--- src/rtl/cap_cfg_pkg.sv ---
package cap_cfg_pkg;

  // -------------------------------------------------------------------------
  // sizes
  // -------------------------------------------------------------------------
  localparam int NUM_SLOTS = 2;
  localparam int SLOT_W    = $clog2(NUM_SLOTS);
  localparam int BUF_WORDS = 1024;
  localparam int BUF_AW    = $clog2(BUF_WORDS);
  localparam int DATA_W    = 16;
  localparam int LEN_W     = 12;
  localparam int TS_W      = 32;

  // -------------------------------------------------------------------------
  // address map, region code in addr[15:13], word number in addr[12:1]
  // -------------------------------------------------------------------------
  localparam logic [2:0] REGION_GLOBAL    = 3'd0;
  localparam logic [2:0] REGION_SLOT_BASE = 3'd4;
  localparam int         REG_WORDS        = 3;
  localparam int         BUF_WORD_OFS     = 4;

  typedef enum logic [1:0] {
    IDLE,
    WAIT_GAP,
    CAPTURE
  } slot_state_e;

  // bit 2 set for the slot registers, low bits are the word number
  typedef enum logic [2:0] {
    STATUS = 3'b000,
    CNT_LO = 3'b001,
    CNT_HI = 3'b010,
    TS_LO  = 3'b100,
    TS_HI  = 3'b101,
    LEN    = 3'b110
  } reg_word_e;

  typedef enum logic [1:0] {
    ZERO,
    GLOBAL_REG,
    SLOT_REG,
    SLOT_BUF
  } rsp_src_e;

endpackage

--- src/rtl/cap_bus_pkg.sv ---
package cap_bus_pkg;

  // host register bus
  typedef struct packed {
    logic                             valid;
    logic                             we;
    logic [15:0]                      addr;
    logic [cap_cfg_pkg::DATA_W-1:0]   wdata;
    logic [1:0]                       sel;
  } host_req_t;

  typedef struct packed {
    logic                             ack;
    logic [cap_cfg_pkg::DATA_W-1:0]   rdata;
  } host_rsp_t;

  // one GMII receive port
  typedef struct packed {
    logic                             dv;
    logic [7:0]                       data;
  } gmii_rx_t;

  // -------------------------------------------------------------------------
  // decoder, slot and mux traffic
  // -------------------------------------------------------------------------
  typedef struct packed {
    logic                             arm;
    logic                             clear_done;
  } slot_ctrl_t;

  typedef struct packed {
    logic                             armed;
    logic                             done;
    logic [cap_cfg_pkg::TS_W-1:0]     ts;
    logic [cap_cfg_pkg::LEN_W-1:0]    len;
  } slot_view_t;

  typedef struct packed {
    logic                             valid;
    logic [cap_cfg_pkg::BUF_AW-1:0]   addr;
  } buf_rd_t;

  typedef struct packed {
    logic                             valid;
    logic [cap_cfg_pkg::DATA_W-1:0]   data;
  } buf_data_t;

  typedef struct packed {
    logic                             valid;
    cap_cfg_pkg::rsp_src_e            src;
    logic [cap_cfg_pkg::SLOT_W-1:0]   slot;
    cap_cfg_pkg::reg_word_e           word;
  } rsp_cmd_t;

endpackage

--- src/rtl/read_return_mux.sv ---
`timescale 1ns/1ps

module read_return_mux (
  input  logic                                                 clk_125,
  input  logic                                                 core_rst_n,
  input  cap_bus_pkg::rsp_cmd_t                                rsp_cmd_i,
  input  logic [cap_cfg_pkg::TS_W-1:0]                         global_cnt_i,
  input  logic [cap_cfg_pkg::DATA_W-1:0]                       status_i,
  input  cap_bus_pkg::slot_view_t  [cap_cfg_pkg::NUM_SLOTS-1:0] slot_view_i,
  input  cap_bus_pkg::buf_data_t   [cap_cfg_pkg::NUM_SLOTS-1:0] buf_data_i,
  output cap_bus_pkg::host_rsp_t                               host_rsp_o
);

  logic                             pend_valid;
  logic [cap_cfg_pkg::SLOT_W-1:0]   pend_slot;
  logic                             buf_ready;
  logic                             ack_q;
  logic [cap_cfg_pkg::DATA_W-1:0]   rdata_q;
  logic [cap_cfg_pkg::DATA_W-1:0]   reg_rdata;
  cap_bus_pkg::slot_view_t          view_sel;

  assign view_sel  = slot_view_i[rsp_cmd_i.slot];
  assign buf_ready = pend_valid && buf_data_i[pend_slot].valid;

  // register field select, unmapped words read zero
  always_comb begin
    reg_rdata = '0;
    case (rsp_cmd_i.src)
      cap_cfg_pkg::GLOBAL_REG: begin
        case (rsp_cmd_i.word)
          cap_cfg_pkg::STATUS: reg_rdata = status_i;
          cap_cfg_pkg::CNT_LO: reg_rdata = global_cnt_i[15:0];
          cap_cfg_pkg::CNT_HI: reg_rdata = global_cnt_i[31:16];
          default:             reg_rdata = '0;
        endcase
      end
      cap_cfg_pkg::SLOT_REG: begin
        case (rsp_cmd_i.word)
          cap_cfg_pkg::TS_LO: reg_rdata = view_sel.ts[15:0];
          cap_cfg_pkg::TS_HI: reg_rdata = view_sel.ts[31:16];
          cap_cfg_pkg::LEN:   reg_rdata = cap_cfg_pkg::DATA_W'(view_sel.len);
          default:            reg_rdata = '0;
        endcase
      end
      default: reg_rdata = '0;
    endcase
  end

  // -------------------------------------------------------------------------
  // one ack per command, buffer reads wait for the slot RAM
  // -------------------------------------------------------------------------
  always_ff @(posedge clk_125 or negedge core_rst_n) begin
    if (!core_rst_n) begin
      ack_q      <= 1'b0;
      pend_valid <= 1'b0;
      pend_slot  <= '0;
    end else begin
      ack_q <= 1'b0;
      if (rsp_cmd_i.valid) begin
        if (rsp_cmd_i.src == cap_cfg_pkg::SLOT_BUF) begin
          pend_valid <= 1'b1;
          pend_slot  <= rsp_cmd_i.slot;
        end else begin
          ack_q <= 1'b1;
        end
      end else if (buf_ready) begin
        ack_q      <= 1'b1;
        pend_valid <= 1'b0;
      end
    end
  end

  always_ff @(posedge clk_125) begin
    if (rsp_cmd_i.valid) begin
      rdata_q <= reg_rdata;
    end else if (buf_ready) begin
      rdata_q <= buf_data_i[pend_slot].data;
    end
  end

  assign host_rsp_o = '{ack: ack_q, rdata: rdata_q};

endmodule

--- config.mk ---
export PLATFORM = sky130hd
export DESIGN_NAME = read_return_mux
export DESIGN_NICKNAME = d
export VERILOG_FILES = /design/src/rtl/cap_cfg_pkg.sv /design/src/rtl/cap_bus_pkg.sv /design/src/rtl/read_return_mux.sv
export SDC_FILE = /design/constraint.sdc
export NUM_CORES = 1
export LEC_CHECK = 0
export BUFFER_PORTS_ARGS = -buffer_cell sky130_fd_sc_hd__buf_2
export CORE_MARGIN = 3
export CORE_UTILIZATION = 28
export DETAILED_ROUTE_END_ITERATION = 16
export GPL_ROUTABILITY_DRIVEN = 0
export PLACE_DENSITY_LB_ADDON = 0.15
export SLEW_MARGIN = 5
export SYNTH_ARGS = -nofsm -noshare
export SYNTH_HDL_FRONTEND = slang
export SYNTH_SLANG_ARGS = --single-unit
--- constraint.sdc ---
create_clock -name clk_125 -period 4.15 [get_ports clk_125]
set_input_delay 0.6225 -clock clk_125 [delete_from_list [all_inputs] [get_ports clk_125]]
set_output_delay 0.6225 -clock clk_125 [all_outputs]
set_load 0.05 [all_outputs]
Word level (Yosys, flattened, before mapping)
Cells that the tools add are included.
{"block": "totals", "reg_bits": 19, "latch_bits": 0, "mem_bits_rw": 0, "rom_bits": 0, "out_inout_bits": 17, "memories": 0}
{"block": "op_classes", "addsub": 0, "multipliers": 0, "div": 0, "order_cmp": 2, "eq_ne": 9, "shifts": 0, "muxes": 15, "bitwise": 0, "n_reduce_logical": 5}
{"operator": "$pmux 16 s3", "count": 2}
{"operator": "$mux 44", "count": 2}
{"operator": "$mux 17", "count": 2}
{"operator": "$mux 16", "count": 2}
{"operator": "$pmux 16 s2", "count": 1}
{"operator": "$eq 3x3->1 const B", "count": 3}
{"operator": "$mux 1", "count": 6}
{"operator": "$eq 2x2->1 const B", "count": 2}
{"operator": "$lt 1x2->1 const B", "count": 2}
{"operator": "$reduce_and 2->1", "count": 2}
{"operator": "$eq 3x1->1 const B", "count": 1}
{"operator": "$eq 3x2->1 const B", "count": 1}
{"operator": "$logic_not 3->1", "count": 1}
{"operator": "$eq 2x1->1 const B", "count": 1}
{"operator": "$ne 2x1->1 const B", "count": 1}
{"operator": "$reduce_bool 2->1", "count": 1}
{"operator": "$logic_and 1x1->1", "count": 1}

Depth between registers and ports, before layout
Gate-level depths: netlist (run 1).
{"block": "depth", "ltp_word": 5, "ltp_mapped": 6, "depth_no_buf": 5}

Least setup slack after synthesis (run 1)
Ideal clock, no wire load.
{"block": "synth_timing", "path_type": "input to register", "start": "input rsp_cmd_i[4] in the netlist's numbering", "end": "register rdata_q[10] in the netlist's numbering, data pin", "t_arrival_ps": 1716, "required_ps": 3875, "slack_ps": 2159, "cell_stages": 6, "n_path_buf": 1, "cell_sequence": "inv_1 ha_1 and4bb_2 nand2_1 clkbuf_1 o221ai_1"}
{"block": "synth_between", "elab_chain_cells": 3}
{"item": "start: declaration", "line": "read_return_mux.sv:6", "text": "input cap_bus_pkg::rsp_cmd_t rsp_cmd_i,"}
{"item": "$eq 2x2->1 / $eq 2x1->1 (equally long branches)", "line": "read_return_mux.sv:28", "text": "case (rsp_cmd_i.src)"}
{"item": "$pmux 16 s2 (*)", "line": "read_return_mux.sv:28"}
{"item": "$mux 16 (*)", "line": "read_return_mux.sv:74", "text": "if (rsp_cmd_i.valid) begin"}
{"item": "end signal: assignment", "line": "read_return_mux.sv:75", "text": "rdata_q <= reg_rdata;"}
{"item": "end signal: assignment", "line": "read_return_mux.sv:77", "text": "rdata_q <= buf_data_i[pend_slot].data;"}
{"item": "end: declaration", "line": "read_return_mux.sv:18", "text": "logic [cap_cfg_pkg::DATA_W-1:0] rdata_q;"}
Mark *: on every way between the ends. The rest lies on a longest branch, timed or not.
A chain may end at the register's enable or synchronous reset.

Final worst setup path (run 1)
{"block": "layout_timing", "start": "input rsp_cmd_i[0] in the netlist's numbering", "end": "register rdata_q[11] in the netlist's numbering, data pin"}
{"block": "layout_between", "elab_chain_cells": 4}
{"item": "$eq 3x3->1, or another cell as far along", "line": "read_return_mux.sv:38", "text": "case (rsp_cmd_i.word)"}
{"item": "$pmux 16 s3 (on tied branches)", "line": "read_return_mux.sv:38, read_return_mux.sv:30"}
{"item": "$pmux 16 s2 (*)", "line": "read_return_mux.sv:28"}
{"item": "$mux 16 (*)", "line": "read_return_mux.sv:74"}
Marked as above.

==> results.md, run 1 <==
* Worst r2r src: pend_slot
* Grt total ovfl at 0
* Number of synthesized flops with an enable pin at 16
* Sequential area share after synthesis at 26.24%
* Core Region at 7292 sq um
* Register bit total from synthesis at 19
* Clock slew at reported path FFs at 0.06 ns
* Total Wirelength at 7.744 mm
* Worst clock skew at 0.001069 ns
* Clk buf depth at 2
* Worst EP required at 4.12 ns
* Share of cells above drive strength 1 at 49.88%
* Row cnt at 31
* Crit path time final at 2.345 ns
* Die X at 92.95 microns
* TritonCTS clock tree: built
* Layout filler cell count at 795
* Pins Over Slew Limit at 0
* Relative slew slack at 58.90%
* Hold WC Path Type: in -> async
* GRT Resource Usage Total at 16.88%
* Largest net degree at the start of global routing at 23
* # setup viols final at 0
* Port bufs at 195
* Synth Instances at 232
* Max cap viols at 0
* Die Height at 92.95 microns
* Starting density of the core at 29.03%
* H-tree levels at 1
* Routed vias at 2459
* Antenna Nets Post-Route at 0
* Diode count at 0
* Worst-Margin Slew at 0.6165 ns
* Unique cell type count in the Yosys netlist at 24
* Critical Path Start Type: input port
* Nets at 600
* Crit. End Element: flop
* Endpoints failing hold at 0
* Vias/cell at 4.803
* First-pass GRT wire length at 11.54 mm
* Reg2Reg Setup Slack at 2.39 ns
* Status: finished, final reports clean
* Area grow syn2layout at 49.59%
* Hold_buf cts at 0
* Syn Area/Cell at 9.125 sq um
* TNS Setup at 0 ns
* PostCTS Resize Cnt at 0
* CTS buffer count at 3
* Mapped cell area at 2117 sq um
* Clock Latency Late Sink at 0.25 ns
* Syn_nets at 418
* Drt pass-1 iters at 4
* Peak VDD IR at 93.99 uV
* FMAX at 426.4 MHz
* # IOs at 200
* Unrepaired setup endpoints after global routing: false
* Residual DRC count at 0
* Most common cell after layout, fill and taps aside: buf_2
* Tcrit/Tclk final at 56.51%
* Commonest non-fill, non-tap cells in the layout: buf_2, mux2i_1, nor2_1
* Full die area at 8640 sq um
* Synth Flop Type: edfxtp_1
* DP HPWL at 6.661 mm
* PwrDens at 231.7 nW/um^2
* YS warnings at 0
* Total power at 0.0007337 W
* CTS sink count at 19
* Crit path kind: in -> reg
* Share of synthesized registers carrying an async set or reset at 15.79%
* Leak at 1.688 nW
* Initial antenna violation count at 1
* Setup crit start: rsp_cmd_i[0]
* Vias in the first global route at 2426
* WL/cell at 15.13 microns
* Clk root buf: clkbuf_8
* Worst Path Max Fanout at 21
* Crit path DAT at 2.32 ns
* DR iter-0 viols at 63
* Post-CTS setup buffer count at 0
## per-layer routing
| metal | track usage [%] | up-vias | share of wire [%] |
|---|---|---|---|
| li1 | - | 1251 | - |
| met1 | 22.18 | 1095 | 43 |
| met2 | 29.51 | 105 | 50 |
| met3 | 2.193 | 6 | 6.4 |
| met4 | 3.419 | 2 | 0.56 |
| met5 | 0 | - | 0.17 |
## cells in the mapped netlist (2+ instances only)
library cell / n / area share [%]
buf_4: 6 / 2.1
nor2_1: 28 / 5.0
buf_2: 10 / 2.4
o22ai_1: 16 / 4.7
nand2_1: 8 / 1.4
inv_1: 3 / 0.53
o221ai_1: 15 / 6.2
a21oi_1: 15 / 3.5
mux2_2: 2 / 1.1
dfrtp_1: 3 / 3.5
ha_1: 3 / 1.8
edfxtp_1: 16 / 23
clkbuf_1: 5 / 0.89
nand3b_1: 2 / 0.71
o21ai_0: 15 / 3.5
mux2i_1: 76 / 36
and4bb_2: 2 / 1.2
## sequential cells by signal, indices dropped and copies added (netlist names)
signal	count
pend_slot	1
rdata_q	16
ack_q	1
pend_valid	1
## where the power goes
group | internal [W] | total (W) | leakage [nW] | switching (W)
Clock | 0.0000680 | 0.000121 | 0.0228 | 0.0000533
Combinational | 0.000152 | 0.000363 | 1.46 | 0.000212
Sequential | 0.000242 | 0.000249 | 0.202 | 0.00000678
Total | 0.000462 | 0.000734 | 1.69 | 0.000272
## worst paths after layout
kind                            cells past startpoint           to
worst max register to register                      4        ack_q
min in group clk_125                                2   pend_valid
max in group asynchronous                           1        ack_q
worst max-delay path                                5  rdata_q[11]
worst min-delay path                                1    pend_slot
worst min register to register                      2   pend_valid
## per-stage QoR
step,hold WS [ns],setup WS [ns],instances,util (%),cell area (sq um)
6_report,0.1585,1.805,512,43.43,3167
3_3_place_gp,0.4239,1.558,508,42.81,3122
3_5_place_dp,0.4231,1.509,508,42.81,3122
4_1_cts,0.1533,1.773,512,43.43,3167
2_1_floorplan,0.3269,2.159,232,-,2117
5_1_grt,0.1499,1.628,512,43.43,3167
## logic make-up after synthesis
family,synth area share [%]
and+or+nand+nor,9.752
AOI/OAI and AO/OA,18.79
DFF,26.24
adders and majority gates,1.773
muxes,37.00
buffers and inverters,6.442
## layout make-up
type / count / area, sq um / share of cell area, %
multi-input combinational: 188 / 1425 / 45.00
timing repair buffer: 199 / 1006 / 31.77
inverter: 3 / 11.26 / 0.3556
tap: 99 / 123.9 / 3.912
clock buffer: 4 / 45.04 / 1.422
sequential: 19 / 555.5 / 17.54
## critical path: stages
cell	delay, ns
buf_2	0.45
or3b_1	0.53
o22ai_1	0.16
o21ai_0	0.36
o221ai_1	0.18
(Power assumes the default switching activity.)
==> run 2: changes to the inputs <==
- clock period: 4.15 -> 2.1 ns (I/O delays scaled with it)
==> run 2 against run 1 <==
Compared with the run above: via count rose by 0.89%; largest cell class unchanged; utilization rose by 1.1 points; first-iteration DRC count rose by 67%; critical path depth rose by 1; flip-flop and latch count did not move; combinational power rose by 100%; final cell count rose by 1.8%; die area did not move; highest routed layer is now met4; cell area rose by 2.6%.
==> results.md, run 2 (same netlist as run 1, synthesis figures left out) <==
* Crit path DAT at 1.61 ns
* CTS buffer count at 3
* # setup viols final at 0
* Endpoints failing hold at 0
* Die Height at 92.95 microns
* Full die area at 8640 sq um
* Register name with the most flops: rdata_q
* Worst-Margin Slew at 0.6487 ns
* Clk buf depth at 2
* Vias/cell at 4.762
* Most common cell after layout, fill and taps aside: buf_2
* Pins Over Slew Limit at 0
* First-pass GRT wire length at 11.68 mm
* Dpl cells at 516
* TritonCTS clock tree: built
* TNS Setup at 0 ns
* Starting density of the core at 29.03%
* Leak at 1.736 nW
* Vias in the first global route at 2499
* DP HPWL at 6.674 mm
* Core Region at 7292 sq um
* Layout Cells excl Fill at 521
* Max cap viols at 0
* Drt pass-1 iters at 4
* Row cnt at 31
* DR iter-0 viols at 105
* Critical Path Start Type: input port
* Share of cells above drive strength 1 at 50.95%
* Unrepaired setup endpoints after global routing: false
* Total Wirelength at 7.766 mm
* Crit path time final at 1.631 ns
* Port bufs at 195
* Nets at 609
* Final core occ at 44.58%
* Peak VDD IR at 176.8 uV
* Area grow syn2layout at 53.55%
* Clk root buf: clkbuf_8
* Crit. End Element: flop
* Worst Path Max Fanout at 37
* Diode count at 0
* Max FFs per register at 16
* Clock slew at reported path FFs at 0.07 ns
* CTS sink count at 19
* Clock Latency Late Sink at 0.25 ns
* Antenna Nets Post-Route at 0
* WL/cell at 14.91 microns
* Routed vias at 2481
* H-tree levels at 1
* Status: finished, final reports clean
* Largest net degree at the start of global routing at 38
* Worst EP required at 2.08 ns
* Hold WC Path Type: in -> async
* Commonest non-fill, non-tap cells in the layout: buf_2, mux2i_1, nor2_1
* Residual DRC count at 0
* PwrDens at 455.0 nW/um^2
* Die X at 92.95 microns
* FMAX at 613.3 MHz
* Crit path kind: in -> reg
* Tcrit/Tclk final at 77.65%
* GRT Resource Usage Total at 16.97%
* Worst clock skew at 0.0008634 ns
* Initial antenna violation count at 0
* # IOs at 200
* Grt total ovfl at 0
* Layout filler cell count at 765
* Relative slew slack at 56.75%
==> run 2: cell types whose count changed in the layout (fill, tap and decap cells not counted), sizes merged <==
cell and delta:
buf +8, clkbuf -1, clkinv +1, dlygate4sd3 +1
==> run 2: stage by stage <==
step / hold slack (ns) / cell area, sq um / setup WS (ns) / total power [W]
after floorplan: 0.01941 / 2117 / 0.4163 / 0.0009686
after global placement: 0.1161 / 3194 / 0.2419 / 0.001234
after detailed placement: 0.1180 / 3194 / 0.1898 / 0.001241
after CTS: 0.3782 / 3251 / 0.4657 / 0.001494
after global routing: 0.4062 / 3251 / 0.3552 / 0.001565
final: 0.3839 / 3251 / 0.4694 / 0.001479
==> run 2: layout make-up <==
class / instances / area [sq um] / share of cell area [%]
clock buffer: 3 / 41.29 / 1.270
clock inverter: 1 / 5.005 / 0.1540
inverter: 3 / 11.26 / 0.3464
multi-input combinational: 188 / 1425 / 43.84
sequential: 19 / 555.5 / 17.09
tap: 99 / 123.9 / 3.811
timing repair buffer: 208 / 1089 / 33.49
==> run 2: repair_timing <==
| action | 4_1_cts | 5_1_grt |
|---|---|---|
| setup endpoints to repair | 0 | 0 |
| endpoints found under the hold margin | 3 | 0 |
| buffers inserted | 0 | 0 |
| hold buffers | 1 | 0 |
| resized for setup | 0 | 0 |
==> run 2: worst max-delay path, cell delays in order <==
cell and delay [ns]:
buf_2 0.11, buf_12 0.24, mux2i_1 0.29, o22ai_1 0.09
o21ai_0 0.34, o221ai_1 0.19
==> run 2: power by group <==
part,internal [W],switching (W),total (W)
clock network,0.000132,0.000120,0.000252
logic,0.000312,0.000422,0.000734
registers,0.000478,0.0000151,0.000494
total,0.000922,0.000557,0.00148
==> run 2: routing by layer <==
metal	vias to the layer above	wire length, microns	global-route usage (%)
met5	-	0	0
met4	0	45	3.053
met3	4	568	2.681
met2	105	3806	28.67
met1	1105	3345	22.98
li1	1267	-	-
==> run 2: path summary, 6_finish.rpt <==
check,start,endpoint,slack (ns),cells past startpoint
hold reg to reg,pend_valid,pend_valid,0.57,2
hold / removal,core_rst_n,pend_valid,0.38,2
setup / recovery,rsp_cmd_i[3],rdata_q[11],0.47,6
min in group clk_125,buf_data_i[16],pend_valid,0.40,3
setup reg to reg,pend_slot,rdata_q[13],0.58,2
max in group asynchronous,core_rst_n,pend_slot,1.61,2
