### src/rtl/cap_cfg_pkg.sv
package cap_cfg_pkg;

  // -------------------------------------------------------------------------
  // sizes
  // -------------------------------------------------------------------------
  localparam int NUM_SLOTS = 2;
  localparam int SLOT_W    = $clog2(NUM_SLOTS);
  localparam int BUF_WORDS = 1024;
  localparam int BUF_AW    = $clog2(BUF_WORDS);
  localparam int DATA_W    = 16;
  localparam int LEN_W     = 12;
  localparam int TS_W      = 32;

  // -------------------------------------------------------------------------
  // address map, region code in addr[15:13], word number in addr[12:1]
  // -------------------------------------------------------------------------
  localparam logic [2:0] REGION_GLOBAL    = 3'd0;
  localparam logic [2:0] REGION_SLOT_BASE = 3'd4;
  localparam int         REG_WORDS        = 3;
  localparam int         BUF_WORD_OFS     = 4;

  typedef enum logic [1:0] {
    IDLE,
    WAIT_GAP,
    CAPTURE
  } slot_state_e;

  // bit 2 set for the slot registers, low bits are the word number
  typedef enum logic [2:0] {
    STATUS = 3'b000,
    CNT_LO = 3'b001,
    CNT_HI = 3'b010,
    TS_LO  = 3'b100,
    TS_HI  = 3'b101,
    LEN    = 3'b110
  } reg_word_e;

  typedef enum logic [1:0] {
    ZERO,
    GLOBAL_REG,
    SLOT_REG,
    SLOT_BUF
  } rsp_src_e;

endpackage

### src/rtl/cap_bus_pkg.sv
package cap_bus_pkg;

  // host register bus
  typedef struct packed {
    logic                             valid;
    logic                             we;
    logic [15:0]                      addr;
    logic [cap_cfg_pkg::DATA_W-1:0]   wdata;
    logic [1:0]                       sel;
  } host_req_t;

  typedef struct packed {
    logic                             ack;
    logic [cap_cfg_pkg::DATA_W-1:0]   rdata;
  } host_rsp_t;

  // one GMII receive port
  typedef struct packed {
    logic                             dv;
    logic [7:0]                       data;
  } gmii_rx_t;

  // -------------------------------------------------------------------------
  // decoder, slot and mux traffic
  // -------------------------------------------------------------------------
  typedef struct packed {
    logic                             arm;
    logic                             clear_done;
  } slot_ctrl_t;

  typedef struct packed {
    logic                             armed;
    logic                             done;
    logic [cap_cfg_pkg::TS_W-1:0]     ts;
    logic [cap_cfg_pkg::LEN_W-1:0]    len;
  } slot_view_t;

  typedef struct packed {
    logic                             valid;
    logic [cap_cfg_pkg::BUF_AW-1:0]   addr;
  } buf_rd_t;

  typedef struct packed {
    logic                             valid;
    logic [cap_cfg_pkg::DATA_W-1:0]   data;
  } buf_data_t;

  typedef struct packed {
    logic                             valid;
    cap_cfg_pkg::rsp_src_e            src;
    logic [cap_cfg_pkg::SLOT_W-1:0]   slot;
    cap_cfg_pkg::reg_word_e           word;
  } rsp_cmd_t;

endpackage

### src/rtl/host_reg_decode.sv
`timescale 1ns/1ps

module host_reg_decode (
  input  logic                                                clk_125,
  input  logic                                                core_rst_n,
  input  cap_bus_pkg::host_req_t                              host_req_i,
  input  logic                                                rsp_ack_i,
  input  cap_bus_pkg::slot_view_t [cap_cfg_pkg::NUM_SLOTS-1:0] slot_view_i,
  output cap_bus_pkg::slot_ctrl_t [cap_cfg_pkg::NUM_SLOTS-1:0] slot_ctrl_o,
  output cap_bus_pkg::buf_rd_t    [cap_cfg_pkg::NUM_SLOTS-1:0] buf_rd_o,
  output cap_bus_pkg::rsp_cmd_t                               rsp_cmd_o,
  output logic [cap_cfg_pkg::TS_W-1:0]                        global_cnt_o,
  output logic [cap_cfg_pkg::DATA_W-1:0]                      status_o,
  output logic                                                irq_o
);

  logic                              busy;
  logic                              ack_q;
  logic                              accept;
  logic [2:0]                        region;
  logic [11:0]                       word;
  logic                              is_global;
  logic                              slot_hit;
  logic                              reg_hit;
  logic                              buf_hit;
  logic [cap_cfg_pkg::SLOT_W-1:0]    slot_idx;
  logic [cap_cfg_pkg::BUF_AW-1:0]    buf_addr;
  cap_cfg_pkg::rsp_src_e             src;
  cap_cfg_pkg::reg_word_e            reg_word;
  logic                              status_wr;
  logic                              cnt_wr;
  logic [4:0]                        half_lsb;
  logic [cap_cfg_pkg::TS_W-1:0]      global_cnt;
  logic [cap_cfg_pkg::TS_W-1:0]      cnt_next;
  logic [cap_cfg_pkg::NUM_SLOTS-1:0] done_bits;

  // -------------------------------------------------------------------------
  // address split and request classification
  // -------------------------------------------------------------------------
  assign region    = host_req_i.addr[15:13];
  assign word      = host_req_i.addr[12:1];
  assign accept    = host_req_i.valid && !busy;
  assign is_global = (region == cap_cfg_pkg::REGION_GLOBAL);
  assign slot_hit  = (region >= cap_cfg_pkg::REGION_SLOT_BASE) &&
                     (region < cap_cfg_pkg::REGION_SLOT_BASE + cap_cfg_pkg::NUM_SLOTS);
  assign slot_idx  = cap_cfg_pkg::SLOT_W'(region - cap_cfg_pkg::REGION_SLOT_BASE);
  assign reg_hit   = (word < cap_cfg_pkg::REG_WORDS);
  assign buf_hit   = (word >= cap_cfg_pkg::BUF_WORD_OFS) &&
                     (word < cap_cfg_pkg::BUF_WORD_OFS + cap_cfg_pkg::BUF_WORDS);
  assign buf_addr  = cap_cfg_pkg::BUF_AW'(word - cap_cfg_pkg::BUF_WORD_OFS);
  assign reg_word  = cap_cfg_pkg::reg_word_e'({slot_hit, word[1:0]});

  // writes always answer with zero data
  always_comb begin
    src = cap_cfg_pkg::ZERO;
    if (!host_req_i.we) begin
      if (is_global && reg_hit) begin
        src = cap_cfg_pkg::GLOBAL_REG;
      end else if (slot_hit && reg_hit) begin
        src = cap_cfg_pkg::SLOT_REG;
      end else if (slot_hit && buf_hit) begin
        src = cap_cfg_pkg::SLOT_BUF;
      end
    end
  end

  assign status_wr = accept && host_req_i.we && is_global && reg_hit &&
                     (reg_word == cap_cfg_pkg::STATUS);
  assign cnt_wr    = accept && host_req_i.we && is_global && reg_hit &&
                     (reg_word != cap_cfg_pkg::STATUS);

  // -------------------------------------------------------------------------
  // global counter, a write replaces the selected bytes of one half
  // -------------------------------------------------------------------------
  assign half_lsb = {word[1], 4'b0000};

  always_comb begin
    cnt_next = global_cnt + 1'b1;
    if (cnt_wr) begin
      cnt_next = global_cnt;
      if (host_req_i.sel[0]) begin
        cnt_next[half_lsb +: 8] = host_req_i.wdata[7:0];
      end
      if (host_req_i.sel[1]) begin
        cnt_next[half_lsb + 5'd8 +: 8] = host_req_i.wdata[15:8];
      end
    end
  end

  // status word and the arm / clear pulses it drives
  always_comb begin
    status_o = '0;
    for (int s = 0; s < cap_cfg_pkg::NUM_SLOTS; s++) begin
      status_o[2*s]   = slot_view_i[s].armed;
      status_o[2*s+1] = slot_view_i[s].done;
      done_bits[s]    = slot_view_i[s].done;
      slot_ctrl_o[s].arm        = status_wr && host_req_i.sel[(2*s)/8] &&
                                  host_req_i.wdata[2*s];
      slot_ctrl_o[s].clear_done = status_wr && host_req_i.sel[(2*s+1)/8] &&
                                  host_req_i.wdata[2*s+1];
    end
  end

  always_ff @(posedge clk_125 or negedge core_rst_n) begin
    if (!core_rst_n) begin
      busy       <= 1'b0;
      ack_q      <= 1'b0;
      global_cnt <= '0;
      irq_o      <= 1'b0;
      rsp_cmd_o  <= '0;
      buf_rd_o   <= '0;
    end else begin
      ack_q      <= rsp_ack_i;
      global_cnt <= cnt_next;
      irq_o      <= |done_bits;
      if (accept) begin
        busy <= 1'b1;
      end else if (ack_q) begin
        busy <= 1'b0;
      end
      rsp_cmd_o <= '{valid: accept, src: src, slot: slot_idx, word: reg_word};
      for (int s = 0; s < cap_cfg_pkg::NUM_SLOTS; s++) begin
        buf_rd_o[s].valid <= accept && (src == cap_cfg_pkg::SLOT_BUF) && (slot_idx == s);
        buf_rd_o[s].addr  <= buf_addr;
      end
    end
  end

  assign global_cnt_o = global_cnt;

endmodule

### config.mk
export PLATFORM = sky130hd
export DESIGN_NAME = host_reg_decode
export DESIGN_NICKNAME = d
export VERILOG_FILES = /design/src/rtl/cap_cfg_pkg.sv /design/src/rtl/cap_bus_pkg.sv /design/src/rtl/host_reg_decode.sv
export SDC_FILE = /design/constraint.sdc
export NUM_CORES = 1
export LEC_CHECK = 0
export BUFFER_PORTS_ARGS = -buffer_cell sky130_fd_sc_hd__buf_2
export CAP_MARGIN = 20
export CORE_MARGIN = 8
export CORE_UTILIZATION = 40
export DETAILED_ROUTE_END_ITERATION = 8
export PLACE_DENSITY = 0.78
export SLEW_MARGIN = 10
export SYNTH_ARGS = -nofsm -noshare
export SYNTH_HDL_FRONTEND = slang
export SYNTH_SLANG_ARGS = --single-unit
### constraint.sdc
create_clock -name clk_125 -period 2.6 [get_ports clk_125]
set_input_delay 0.52 -clock clk_125 [delete_from_list [all_inputs] [get_ports clk_125]]
set_output_delay 0.52 -clock clk_125 [all_outputs]
set_load 0.02 [all_outputs]
### Word level (Yosys, flattened, before mapping)

Index checks and enable logic that the tools add are counted.
Widths: inputs -> output; s select.

| operators by class | value |
|---|---|
| bitwise gates (word level) | 1 |
| muxes and demuxes | 12 |
| order comparisons | 5 |
| reduce and logical (&&, ||, !) cells | 25 |
| equality and inequality tests | 1 |
| shift operators | 4 |
| $add $sub $neg | 6 |

Operator list:

| operator | count |
|---|---|
| $mux 32 | 4 |
| $bwmux 32 | 2 |
| $shift 8x7->32 const A | 2 |
| $shiftx 8x7->32 | 2 |
| $add 32x1->32 const B | 1 |
| $logic_and 1x1->1 | 19 |
| $neg 5->7 | 2 |
| $ge 12x3->1 const B | 1 |
| $lt 12x11->1 const B | 1 |
| $lt 12x2->1 const B | 1 |
| $sub 10x3->10 const B | 1 |
| $mux 2 | 4 |
| $logic_not 3->1 | 2 |
| $add 5x4->5 const B | 1 |
| $ge 3x3->1 const B | 1 |
| $lt 3x3->1 const B | 1 |
| $reduce_bool 3->1 | 1 |
| $eq 2x2->1 const B | 1 |
| $mux 1 | 2 |
| $reduce_bool 2->1 | 1 |
| $reduce_or 2->1 | 1 |
| $logic_not 1->1 | 1 |
| $not 1->1 | 1 |
| $sub 1x1->1 const B | 1 |

| storage, ports and cells | value |
|---|---|
| output and inout bits | 82 |
| word-level logic and storage cells | 65 |
| input port bits | 131 |
| flip-flop bits (word level) | 54 |

### Longest topological paths before layout

Gate-level depths: netlist of the first run.

| depth | value |
|---|---|
| word-level depth | 10 |
| depth in mapped cells | 9 |
| mapped depth without buffers | 7 |

### Least setup slack after synthesis of the first run

No wires, ideal clock.

| timing path | value |
|---|---|
| path kind | input-to-output |
| start | input port host_req_i[21] (netlist bit) |
| end | output port slot_ctrl_o[0] (netlist bit) |
| buffers on the path | 0 |
| stages on the path | 7 |
| data arrival time | 2.016 ns |
| setup slack | 0.064 ns |
| required time | 2.080 ns |
| path through | inv_1 ha_1 nor4b_1 nand3_1 nor2_1 and3_1 and2_1 |

RTL lines:

| what | line | source |
|---|---|---|
| start: declaration | host_reg_decode.sv:6 | `input cap_bus_pkg::host_req_t host_req_i,` |
| end: declaration | host_reg_decode.sv:9 | `output cap_bus_pkg::slot_ctrl_t [cap_cfg_pkg::NUM_SLOTS-1:0] slot_ctrl_o,` |

==> metrics.md, run 1 <==
| Metric | Value |
|---|---|
| Max-Cap Viols | `0` |
| Die area | `0.0113 sq mm` |
| Antenna viol nets, final | `0` |
| Port bufs | `107` |
| CTS Buf Count | `5` |
| Vias in the first global route | `3,395` |
| Slowest CP cell | `and3_2` |
| Antenna violations before repair | `0` |
| Setup Viol. Count Final | `0` |
| Sequential share of power | `0.529` |
| Diodes inserted | `0` |
| Synth Flop Type | `dfrtp_1` |
| Yosys reg bits | `52` |
| Final hold viol count | `0` |
| Worst R2R Setup Slack | `0.46 ns` |
| Syn Inst Count | `361` |
| Cell mode on critical path | `buf_2` |
| Sequential standard cell area | `0.00130 sq mm` |
| Sw power | `0.549 mW` |
| Hpwl dp | `8.31 mm` |
| Post-layout nets | `601` |
| Worst R2R Path Depth | `6` |
| GR Util All Layers | `0.183` |
| Switch share | `0.320` |
| Worst r2r src | `global_cnt_o[0]` |
| Clock network fraction of design power | `0.274` |
| Row cnt | `33` |
| Status | `completed` |
| Fin crit share | `0.950` |
| Synth-to-layout area growth | `21.6%` |
| Routed len/inst | `18.4 um` |
| Layout cells sized above 1 | `0.322` |
| Vert. Die Dim | `106 um` |
| Clk sink count | `52` |
| Drt first-iter violations | `422` |
| Crit Path Max Fanout | `4` |
| Post-synthesis sequential area ratio | `0.400` |
| Avg Synthesized Cell Area | `9.01 sq um` |
| Hold Path Class | `in -> async` |
| Clock skew | `0.00485 ns` |
| Postcts setup bufs | `0` |
| Htree depth | `2` |
| Setup TNS | `0 ns` |
| Via-to-Cell Ratio | `5.91` |
| Unique masters post-synth | `57` |
| Global-route wire length before repair | `16.8 mm` |
| I/O Pins | `213` |
| Hold_buf cts | `0` |
| Skew-Pair Late Insertion Delay | `0.31 ns` |
| Core area | `0.00805 sq mm` |
| Tightest Pin Transition | `0.486 ns` |
| Power Density | `434 mW/mm^2` |
| Ys async rst share | `1.00` |
| Pint | `1.17 mW` |
| Slew Limit Headroom | `0.668` |
| Die width | `106 um` |
| Peak VDD IR | `247 uV` |
| R2R Path End | `global_cnt_o[10]` |
| Clk slew on worst S/H paths | `0.10 ns` |
| Max frequency | `405 MHz` |
| Final Wtd Congestion | `0.933` |
| Router iterations before antenna repair | `5` |
| Clock root buffer | `clkbuf_8` |
| Via count | `3,390` |
| Worst EP arrival | `1.95 ns` |
| Detailed Route WL | `10.6 mm` |
| WHS | `0.178 ns` |
| Element type at the critical path end | `output port` |
| CTS tree | `done` |
| Multi-input gate area | `0.00169 sq mm` |
| Post-synth EDFFs | `0` |
| Unrepaired setup endpoints after global routing | `no` |
| Inst Count DP | `566` |
| Largest net degree at the start of global routing | `31` |
| Initial core utilization | `0.404` |
| CTS max path bufs | `2` |
| Max-slew violations | `0` |
| Combinational share of power | `0.198` |
| CP startpoint kind | `input port` |
| Crit-path cells | `buf_2 > inv_1 > ha_1 > nor4b_4 > nand3_1 > nor2_1 > and3_2 > and2_1 > buf_2` |
| Post-Layout Cell Count | `574` |
| GRT overflow | `0` |
| CTS resizes | `1` |
| Critical Setup Path Class | `in -> out` |
| Final min period | `2.47 ns` |
| Leak | `1.78 nW` |
| Netlist Area Pre-Place | `0.00325 sq mm` |
| DRC viols | `0` |
| # fillers | `779` |
| CP peak stage delay | `0.25 ns` |
| Worst endpoint required time | `2.08 ns` |
| Yosys Warn Count | `0` |
[registers in the layout, indices dropped and copies added, names as in the netlist]
register	count
global_cnt_o	32
buf_rd_o	10
rsp_cmd_o	7
ack_q	1
busy	1
irq_o	1
[worst max-delay path, delay by kind of cell]
| kind | cells | cell delay [ns] |
|---|---|---|
| fa+ha+maj | 1 | 0.17 |
| buf+inv | 3 | 0.33 |
| simple gates | 5 | 0.92 |
[worst max path at each step]
stage / from / end / slack, ns / depth (start not counted)
after floorplan: host_req_i[21] / slot_ctrl_o[0] / 0.06 / 7
after detailed placement: host_req_i[21] / slot_ctrl_o[0] / -0.02 / 9
final: host_req_i[21] / slot_ctrl_o[0] / 0.13 / 9
after global routing: host_req_i[21] / slot_ctrl_o[0] / 0.003 / 9
after CTS: host_req_i[26] / slot_ctrl_o[0] / 0.07 / 7
after global placement: host_req_i[21] / slot_ctrl_o[1] / 0.06 / 9
[per-stage QoR]
stage | setup slack [ns] | total power, mW | area [sq um] | utilization
after global routing | 0.00326 | 1.80 | 3960 | 0.491
final | 0.130 | 1.72 | 3960 | 0.491
after CTS | 0.0720 | 1.73 | 3940 | 0.489
after detailed placement | -0.0165 | 1.26 | 3840 | 0.477
after floorplan | 0.0642 | 1.13 | 3290 | -
after global placement | 0.0561 | 1.25 | 3840 | 0.477
[metal layers]
metal | global-route usage | part of all wire | vias to the layer above
li1 | - | - | 1535
met1 | 0.233 | 0.40 | 1621
met2 | 0.293 | 0.48 | 214
met3 | 0.0490 | 0.11 | 20
met4 | 0.0623 | 0.016 | 0
met5 | 0 | 0 | -
[Yosys cell counts, types with 3 or more instances]
master    count  area share
a211o_1       3      0.0081
a211oi_1      3      0.0069
a21o_1        4      0.0092
a21oi_1      18       0.028
a22oi_1       3      0.0069
a31oi_1       3      0.0058
a32oi_1       3      0.0081
and2_1       10       0.019
and3_1        9       0.017
and4_1        4       0.011
buf_4        28       0.065
clkbuf_1      5      0.0058
dfrtp_1      52        0.40
inv_1        17       0.020
mux2i_1       3      0.0092
nand2_1      28       0.032
nand3_1      25       0.038
nand4_1      12       0.023
nor2_1       16       0.018
nor3_1       18       0.028
nor4_1       10       0.019
o21a_1        4      0.0092
o21ai_0      15       0.023
o221a_2       9       0.031
o22ai_1       6       0.012
o32ai_1       3      0.0081
xnor2_1       8       0.022
xor2_1        3      0.0081
[power groups by stage]
stage | Clock (mW) | Combinational [mW] | Sequential (mW)
final | 0.470 | 0.339 | 0.908
after global routing | 0.515 | 0.365 | 0.915
after CTS | 0.481 | 0.339 | 0.907
after detailed placement | 0 | 0.337 | 0.921
after global placement | 0 | 0.334 | 0.917
after floorplan | 0 | 0.159 | 0.971
[layout by cell type, fill, tap and decap left out, types with 4 or more instances in the layout]
cell type and count:
a21o_1 4, o21ai_0 15, nor4_1 10, nand4_1 12, a21oi_1 18, and2_1 10, buf_2 107, inv_1 17
dfrtp_1 52, xnor2_1 8, nor2_1 16, nor3_1 18, nand3_1 25, and4_1 4, nand2_1 28, o221a_2 9
and3_1 8, o22ai_1 6, buf_4 19, clkbuf_8 5, o21a_1 4, conb_1 12
[layout make-up]
| type | count | share of cell area |
|---|---|---|
| Multi-Input combinational cell | 266 | 0.428 |
| Inverter | 17 | 0.0161 |
| Timing Repair Buffer | 126 | 0.171 |
| Sequential cell | 52 | 0.329 |
| Tap cell | 105 | 0.0332 |
| Clock inverter | 2 | 0.00411 |
| Clock buffer | 6 | 0.0183 |
[kinds of logic after synthesis]
logic type | after synthesis | synth area share
buffers and inverters | 54 | 0.100
AOI/OAI and AO/OA | 90 | 0.205
other | 1 | 0.00115
DFF | 52 | 0.400
muxes | 4 | 0.0138
xor gates and xnor gates | 11 | 0.0296
adders and majority gates | 2 | 0.00769
and+or+nand+nor | 147 | 0.243
Power figures use the tool's default switching activity.
==> run 2, diff against run 1 <==
--- a/config.mk
+++ b/config.mk
@@ -8,9 +8,9 @@
 export BUFFER_PORTS_ARGS = -buffer_cell sky130_fd_sc_hd__buf_2
 export CAP_MARGIN = 20
 export CORE_MARGIN = 8
-export CORE_UTILIZATION = 40
+export CORE_UTILIZATION = 39
 export DETAILED_ROUTE_END_ITERATION = 8
-export PLACE_DENSITY = 0.78
+export PLACE_DENSITY = 0.79
 export SLEW_MARGIN = 10
 export SYNTH_ARGS = -nofsm -noshare
 export SYNTH_HDL_FRONTEND = slang
==> constraint.sdc (replaced) <==
create_clock -name clk_125 -period 2.1 [get_ports clk_125]
set_input_delay 0.42 -clock clk_125 [delete_from_list [all_inputs] [get_ports clk_125]]
set_output_delay 0.42 -clock clk_125 [all_outputs]
set_load 0.02 [all_outputs]
==> run 2 against run 1 <==
- the flow now finishes with violations (negative setup slack)
- critical path depth unchanged
- combinational power increased by 35%
- final area up 12%
- clock skew up 0.0058 ns
- via count is 2.2% higher
- count of clock-buffer cells in the layout did not move
- cell count up 7.3%
- sequential power rose by 23%
- core utilization is 5.1 points higher
- non-clock buffer count is 42 higher
- largest power group unchanged
==> metrics.md, run 2 (same netlist as run 1, synthesis figures left out) <==
| Metric | Value |
|---|---|
| Layout cells sized above 1 | `0.399 (was 0.322)` |
| Row cnt | `33 (unchanged)` |
| Final Core Density | `0.542 (was 0.491)` |
| Antenna viol nets, final | `0 (unchanged)` |
| Peak VDD IR | `309 uV (was 247 uV)` |
| CP startpoint kind | `input port (unchanged)` |
| Slowest CP cell | `nor4b_4 (was and3_2)` |
| Skew-Pair Late Insertion Delay | `0.31 ns (about the same)` |
| Sequential standard cell area | `0.00130 sq mm (unchanged)` |
| Final hold viol count | `0 (unchanged)` |
| Status | `complete, but fails checks (was completed)` |
| Detailed Route WL | `11.5 mm (was 10.6 mm)` |
| Global-route wire length before repair | `17.7 mm (was 16.8 mm)` |
| Inst Count DP | `602 (was 566)` |
| Combinational share of power | `0.209 (was 0.198)` |
| Setup Viol. Count Final | `1 (was 0)` |
| Most frequent cells in the layout | `99 x buf_2, 60 x buf_4, 52 x dfrtp_1, 28 x nand2_1, 24 x nand3_1 (was 107 x buf_2, 52 x dfrtp_1, 28 x nand2_1, 25 x nand3_1, 19 x buf_4)` |
| Most common cell after layout, fill and taps aside | `buf_2 (unchanged)` |
| Clock skew | `0.0107 ns (was 0.00485 ns)` |
| Max frequency | `476 MHz` |
| Port bufs | `107 (unchanged)` |
| Worst R2R Path Depth | `5 (was 6)` |
| Max-Cap Viols | `0 (unchanged)` |
| R2R Path End | `global_cnt_o[23] (was global_cnt_o[10])` |
| CTS max path bufs | `2 (unchanged)` |
| Buffers and inverters on the worst path | `3 (unchanged)` |
| Fin crit share | `1.00` |
| Final min period | `2.10 ns` |
| CTS Buf Count | `5 (unchanged)` |
| Clk sink count | `52 (unchanged)` |
| Critical Setup Path Class | `in -> out (unchanged)` |
| Failing checks | `negative setup slack` |
| Vert. Die Dim | `107 um (was 106 um)` |
| Fin worst setup slack | `-0.00173 ns (was 0.130 ns)` |
| Multi-input gate area | `0.00176 sq mm (was 0.00169 sq mm)` |
| Pint | `1.50 mW (was 1.17 mW)` |
| Vias in the first global route | `3,407 (was 3,395)` |
| Element type at the critical path end | `output port (unchanged)` |
| Final Wtd Congestion | `0.909 (was 0.933)` |
| Via count | `3,465 (was 3,390)` |
| Stages on worst setup path | `9 (unchanged)` |
| Unrepaired setup endpoints after global routing | `yes (was no)` |
| Die area | `0.0115 sq mm (was 0.0113 sq mm)` |
| Cell mode on critical path | `buf_6 (was buf_2)` |
| Worst EP arrival | `1.68 ns (was 1.95 ns)` |
| I/O Pins | `213 (unchanged)` |
| Worst R2R Setup Slack | `0.12 ns (was 0.46 ns)` |
| Drt first-iter violations | `232 (was 422)` |
| Clk slew on worst S/H paths | `0.10 ns (about the same)` |
| DRC viols | `0 (unchanged)` |
| Leak | `2.01 nW (was 1.78 nW)` |
| Worst r2r src | `global_cnt_o[14] (was global_cnt_o[0])` |
| Via-to-Cell Ratio | `5.63 (was 5.91)` |
| Overall Power | `2.19 mW (was 1.72 mW)` |
| CP peak stage delay | `0.27 ns (was 0.25 ns)` |
| Clock network fraction of design power | `0.279 (was 0.274)` |
| Die width | `107 um (was 106 um)` |
| Hold_buf cts | `0 (unchanged)` |
| Htree depth | `2 (unchanged)` |
| Crit Path Max Fanout | `4 (unchanged)` |
| GRT overflow | `0 (unchanged)` |
| Diodes inserted | `0 (unchanged)` |
| Router iterations before antenna repair | `5 (unchanged)` |
| Max-slew violations | `0 (unchanged)` |
| Synth-to-layout area growth | `35.6% (was 21.6%)` |
| Routed len/inst | `18.7 um (was 18.4 um)` |
| Crit-path cells | `buf_6 > inv_4 > ha_4 > nor4b_4 > nand3_4 > nor2_4 > and3_4 > and2_4 > buf_6 (was buf_2 > inv_1 > ha_1 > nor4b_4 > nand3_1 > nor2_1 > and3_2 > and2_1 > buf_2)` |
| Hpwl dp | `8.92 mm (was 8.31 mm)` |
| Tightest Pin Transition | `0.478 ns (was 0.486 ns)` |
| Core area | `0.00813 sq mm (was 0.00805 sq mm)` |
| Switch share | `0.314 (was 0.320)` |
| Hold Path Class | `in -> async (unchanged)` |
| Largest register FFs | `32 (unchanged)` |
| Sw power | `0.689 mW (was 0.549 mW)` |
| Post-Layout Cell Count | `616 (was 574)` |
| Power Density | `497 mW/mm^2 (was 434 mW/mm^2)` |
| CP top delay family | `simple AND/OR/NAND/NOR gates (unchanged)` |
| Antenna violations before repair | `0 (unchanged)` |
| # fillers | `771 (was 779)` |
| Slew Limit Headroom | `0.673 (was 0.668)` |
| Worst endpoint required time | `1.68 ns (was 2.08 ns)` |
| Post-layout nets | `643 (was 601)` |
| CTS tree | `done (unchanged)` |
| Largest net degree at the start of global routing | `53 (was 31)` |
| Sequential share of power | `0.512 (was 0.529)` |
| Clock root buffer | `clkbuf_8 (unchanged)` |
| GR Util All Layers | `0.192 (was 0.183)` |
| Initial core utilization | `0.400 (was 0.404)` |
run 2: cell count changes in the layout (fill, tap and decap cells not counted), moves of 2 or more:
| cell | delta |
|---|---|
| buf_4 | +41 |
| buf_2 | -8 |
| buf_6 | +7 |
| and2_1 | -4 |
| and2_4 | +4 |
| inv_1 | -2 |
run 2: worst max path at each step:
stage | start | end | slack [ns]
after detailed placement | host_req_i[21] | global_cnt_o[15] | -0.20
after global placement | host_req_i[19] | global_cnt_o[23] | -0.12
after floorplan | host_req_i[20] | slot_ctrl_o[0] | 0.003
after global routing | host_req_i[21] | slot_ctrl_o[1] | -0.07
final | host_req_i[21] | slot_ctrl_o[1] | -0.002
after CTS | host_req_i[20] | slot_ctrl_o[1] | -0.02
run 2: power by group through the flow:
stage / Combinational, mW / Clock [mW] / Sequential, mW
finish: 0.458 / 0.613 / 1.12
global route: 0.490 / 0.673 / 1.13
CTS: 0.453 / 0.632 / 1.12
detailed placement: 0.439 / 0 / 1.14
global placement: 0.435 / 0 / 1.13
floorplan: 0.199 / 0 / 1.20
run 2: cell type report:
| class | instances | share of cell area |
|---|---|---|
| multi-input combinational | 266 | 0.398 |
| tap | 105 | 0.0298 |
| sequential | 52 | 0.295 |
| clock buffer | 6 | 0.0187 |
| timing repair buffer | 168 | 0.240 |
| clock inverter | 2 | 0.00340 |
| inverter | 17 | 0.0150 |
run 2: metrics by stage:
stage	hold slack, ns	worst slack, ns	TNS [ns]	instance area [sq um]
CTS	0.100	-0.0151	-0.0460	4360
global route	0.115	-0.0659	-0.255	4410
global placement	0.410	-0.122	-1.98	4170
detailed placement	0.410	-0.203	-3.09	4170
finish	0.0996	-0.00173	-0.00173	4410
floorplan	0.124	0.00298	0	3340
run 2: timing repair:
item,in CTS,in global routing
endpoints found under the setup margin,4,5
buffers inserted,3,4
resized for setup,17,7
pin swaps,4,6
run 2: routing by layer:
metal  vias up  track usage  share of wire  routed length, um
li1       1618            -              -                  -
met1      1664        0.252           0.44               5010
met2       162        0.311           0.47               5360
met3        21       0.0371          0.077                885
met4         0       0.0555          0.021                245
met5         -            0              0                  0
run 2: worst reg2reg max path: stages (launching register included):
cell and delay, ns:
dfrtp_1 0.45, and3_1 0.24, nand4_1 0.33, nor4_1 0.56, a32oi_1 0.18, o21a_1 0.13
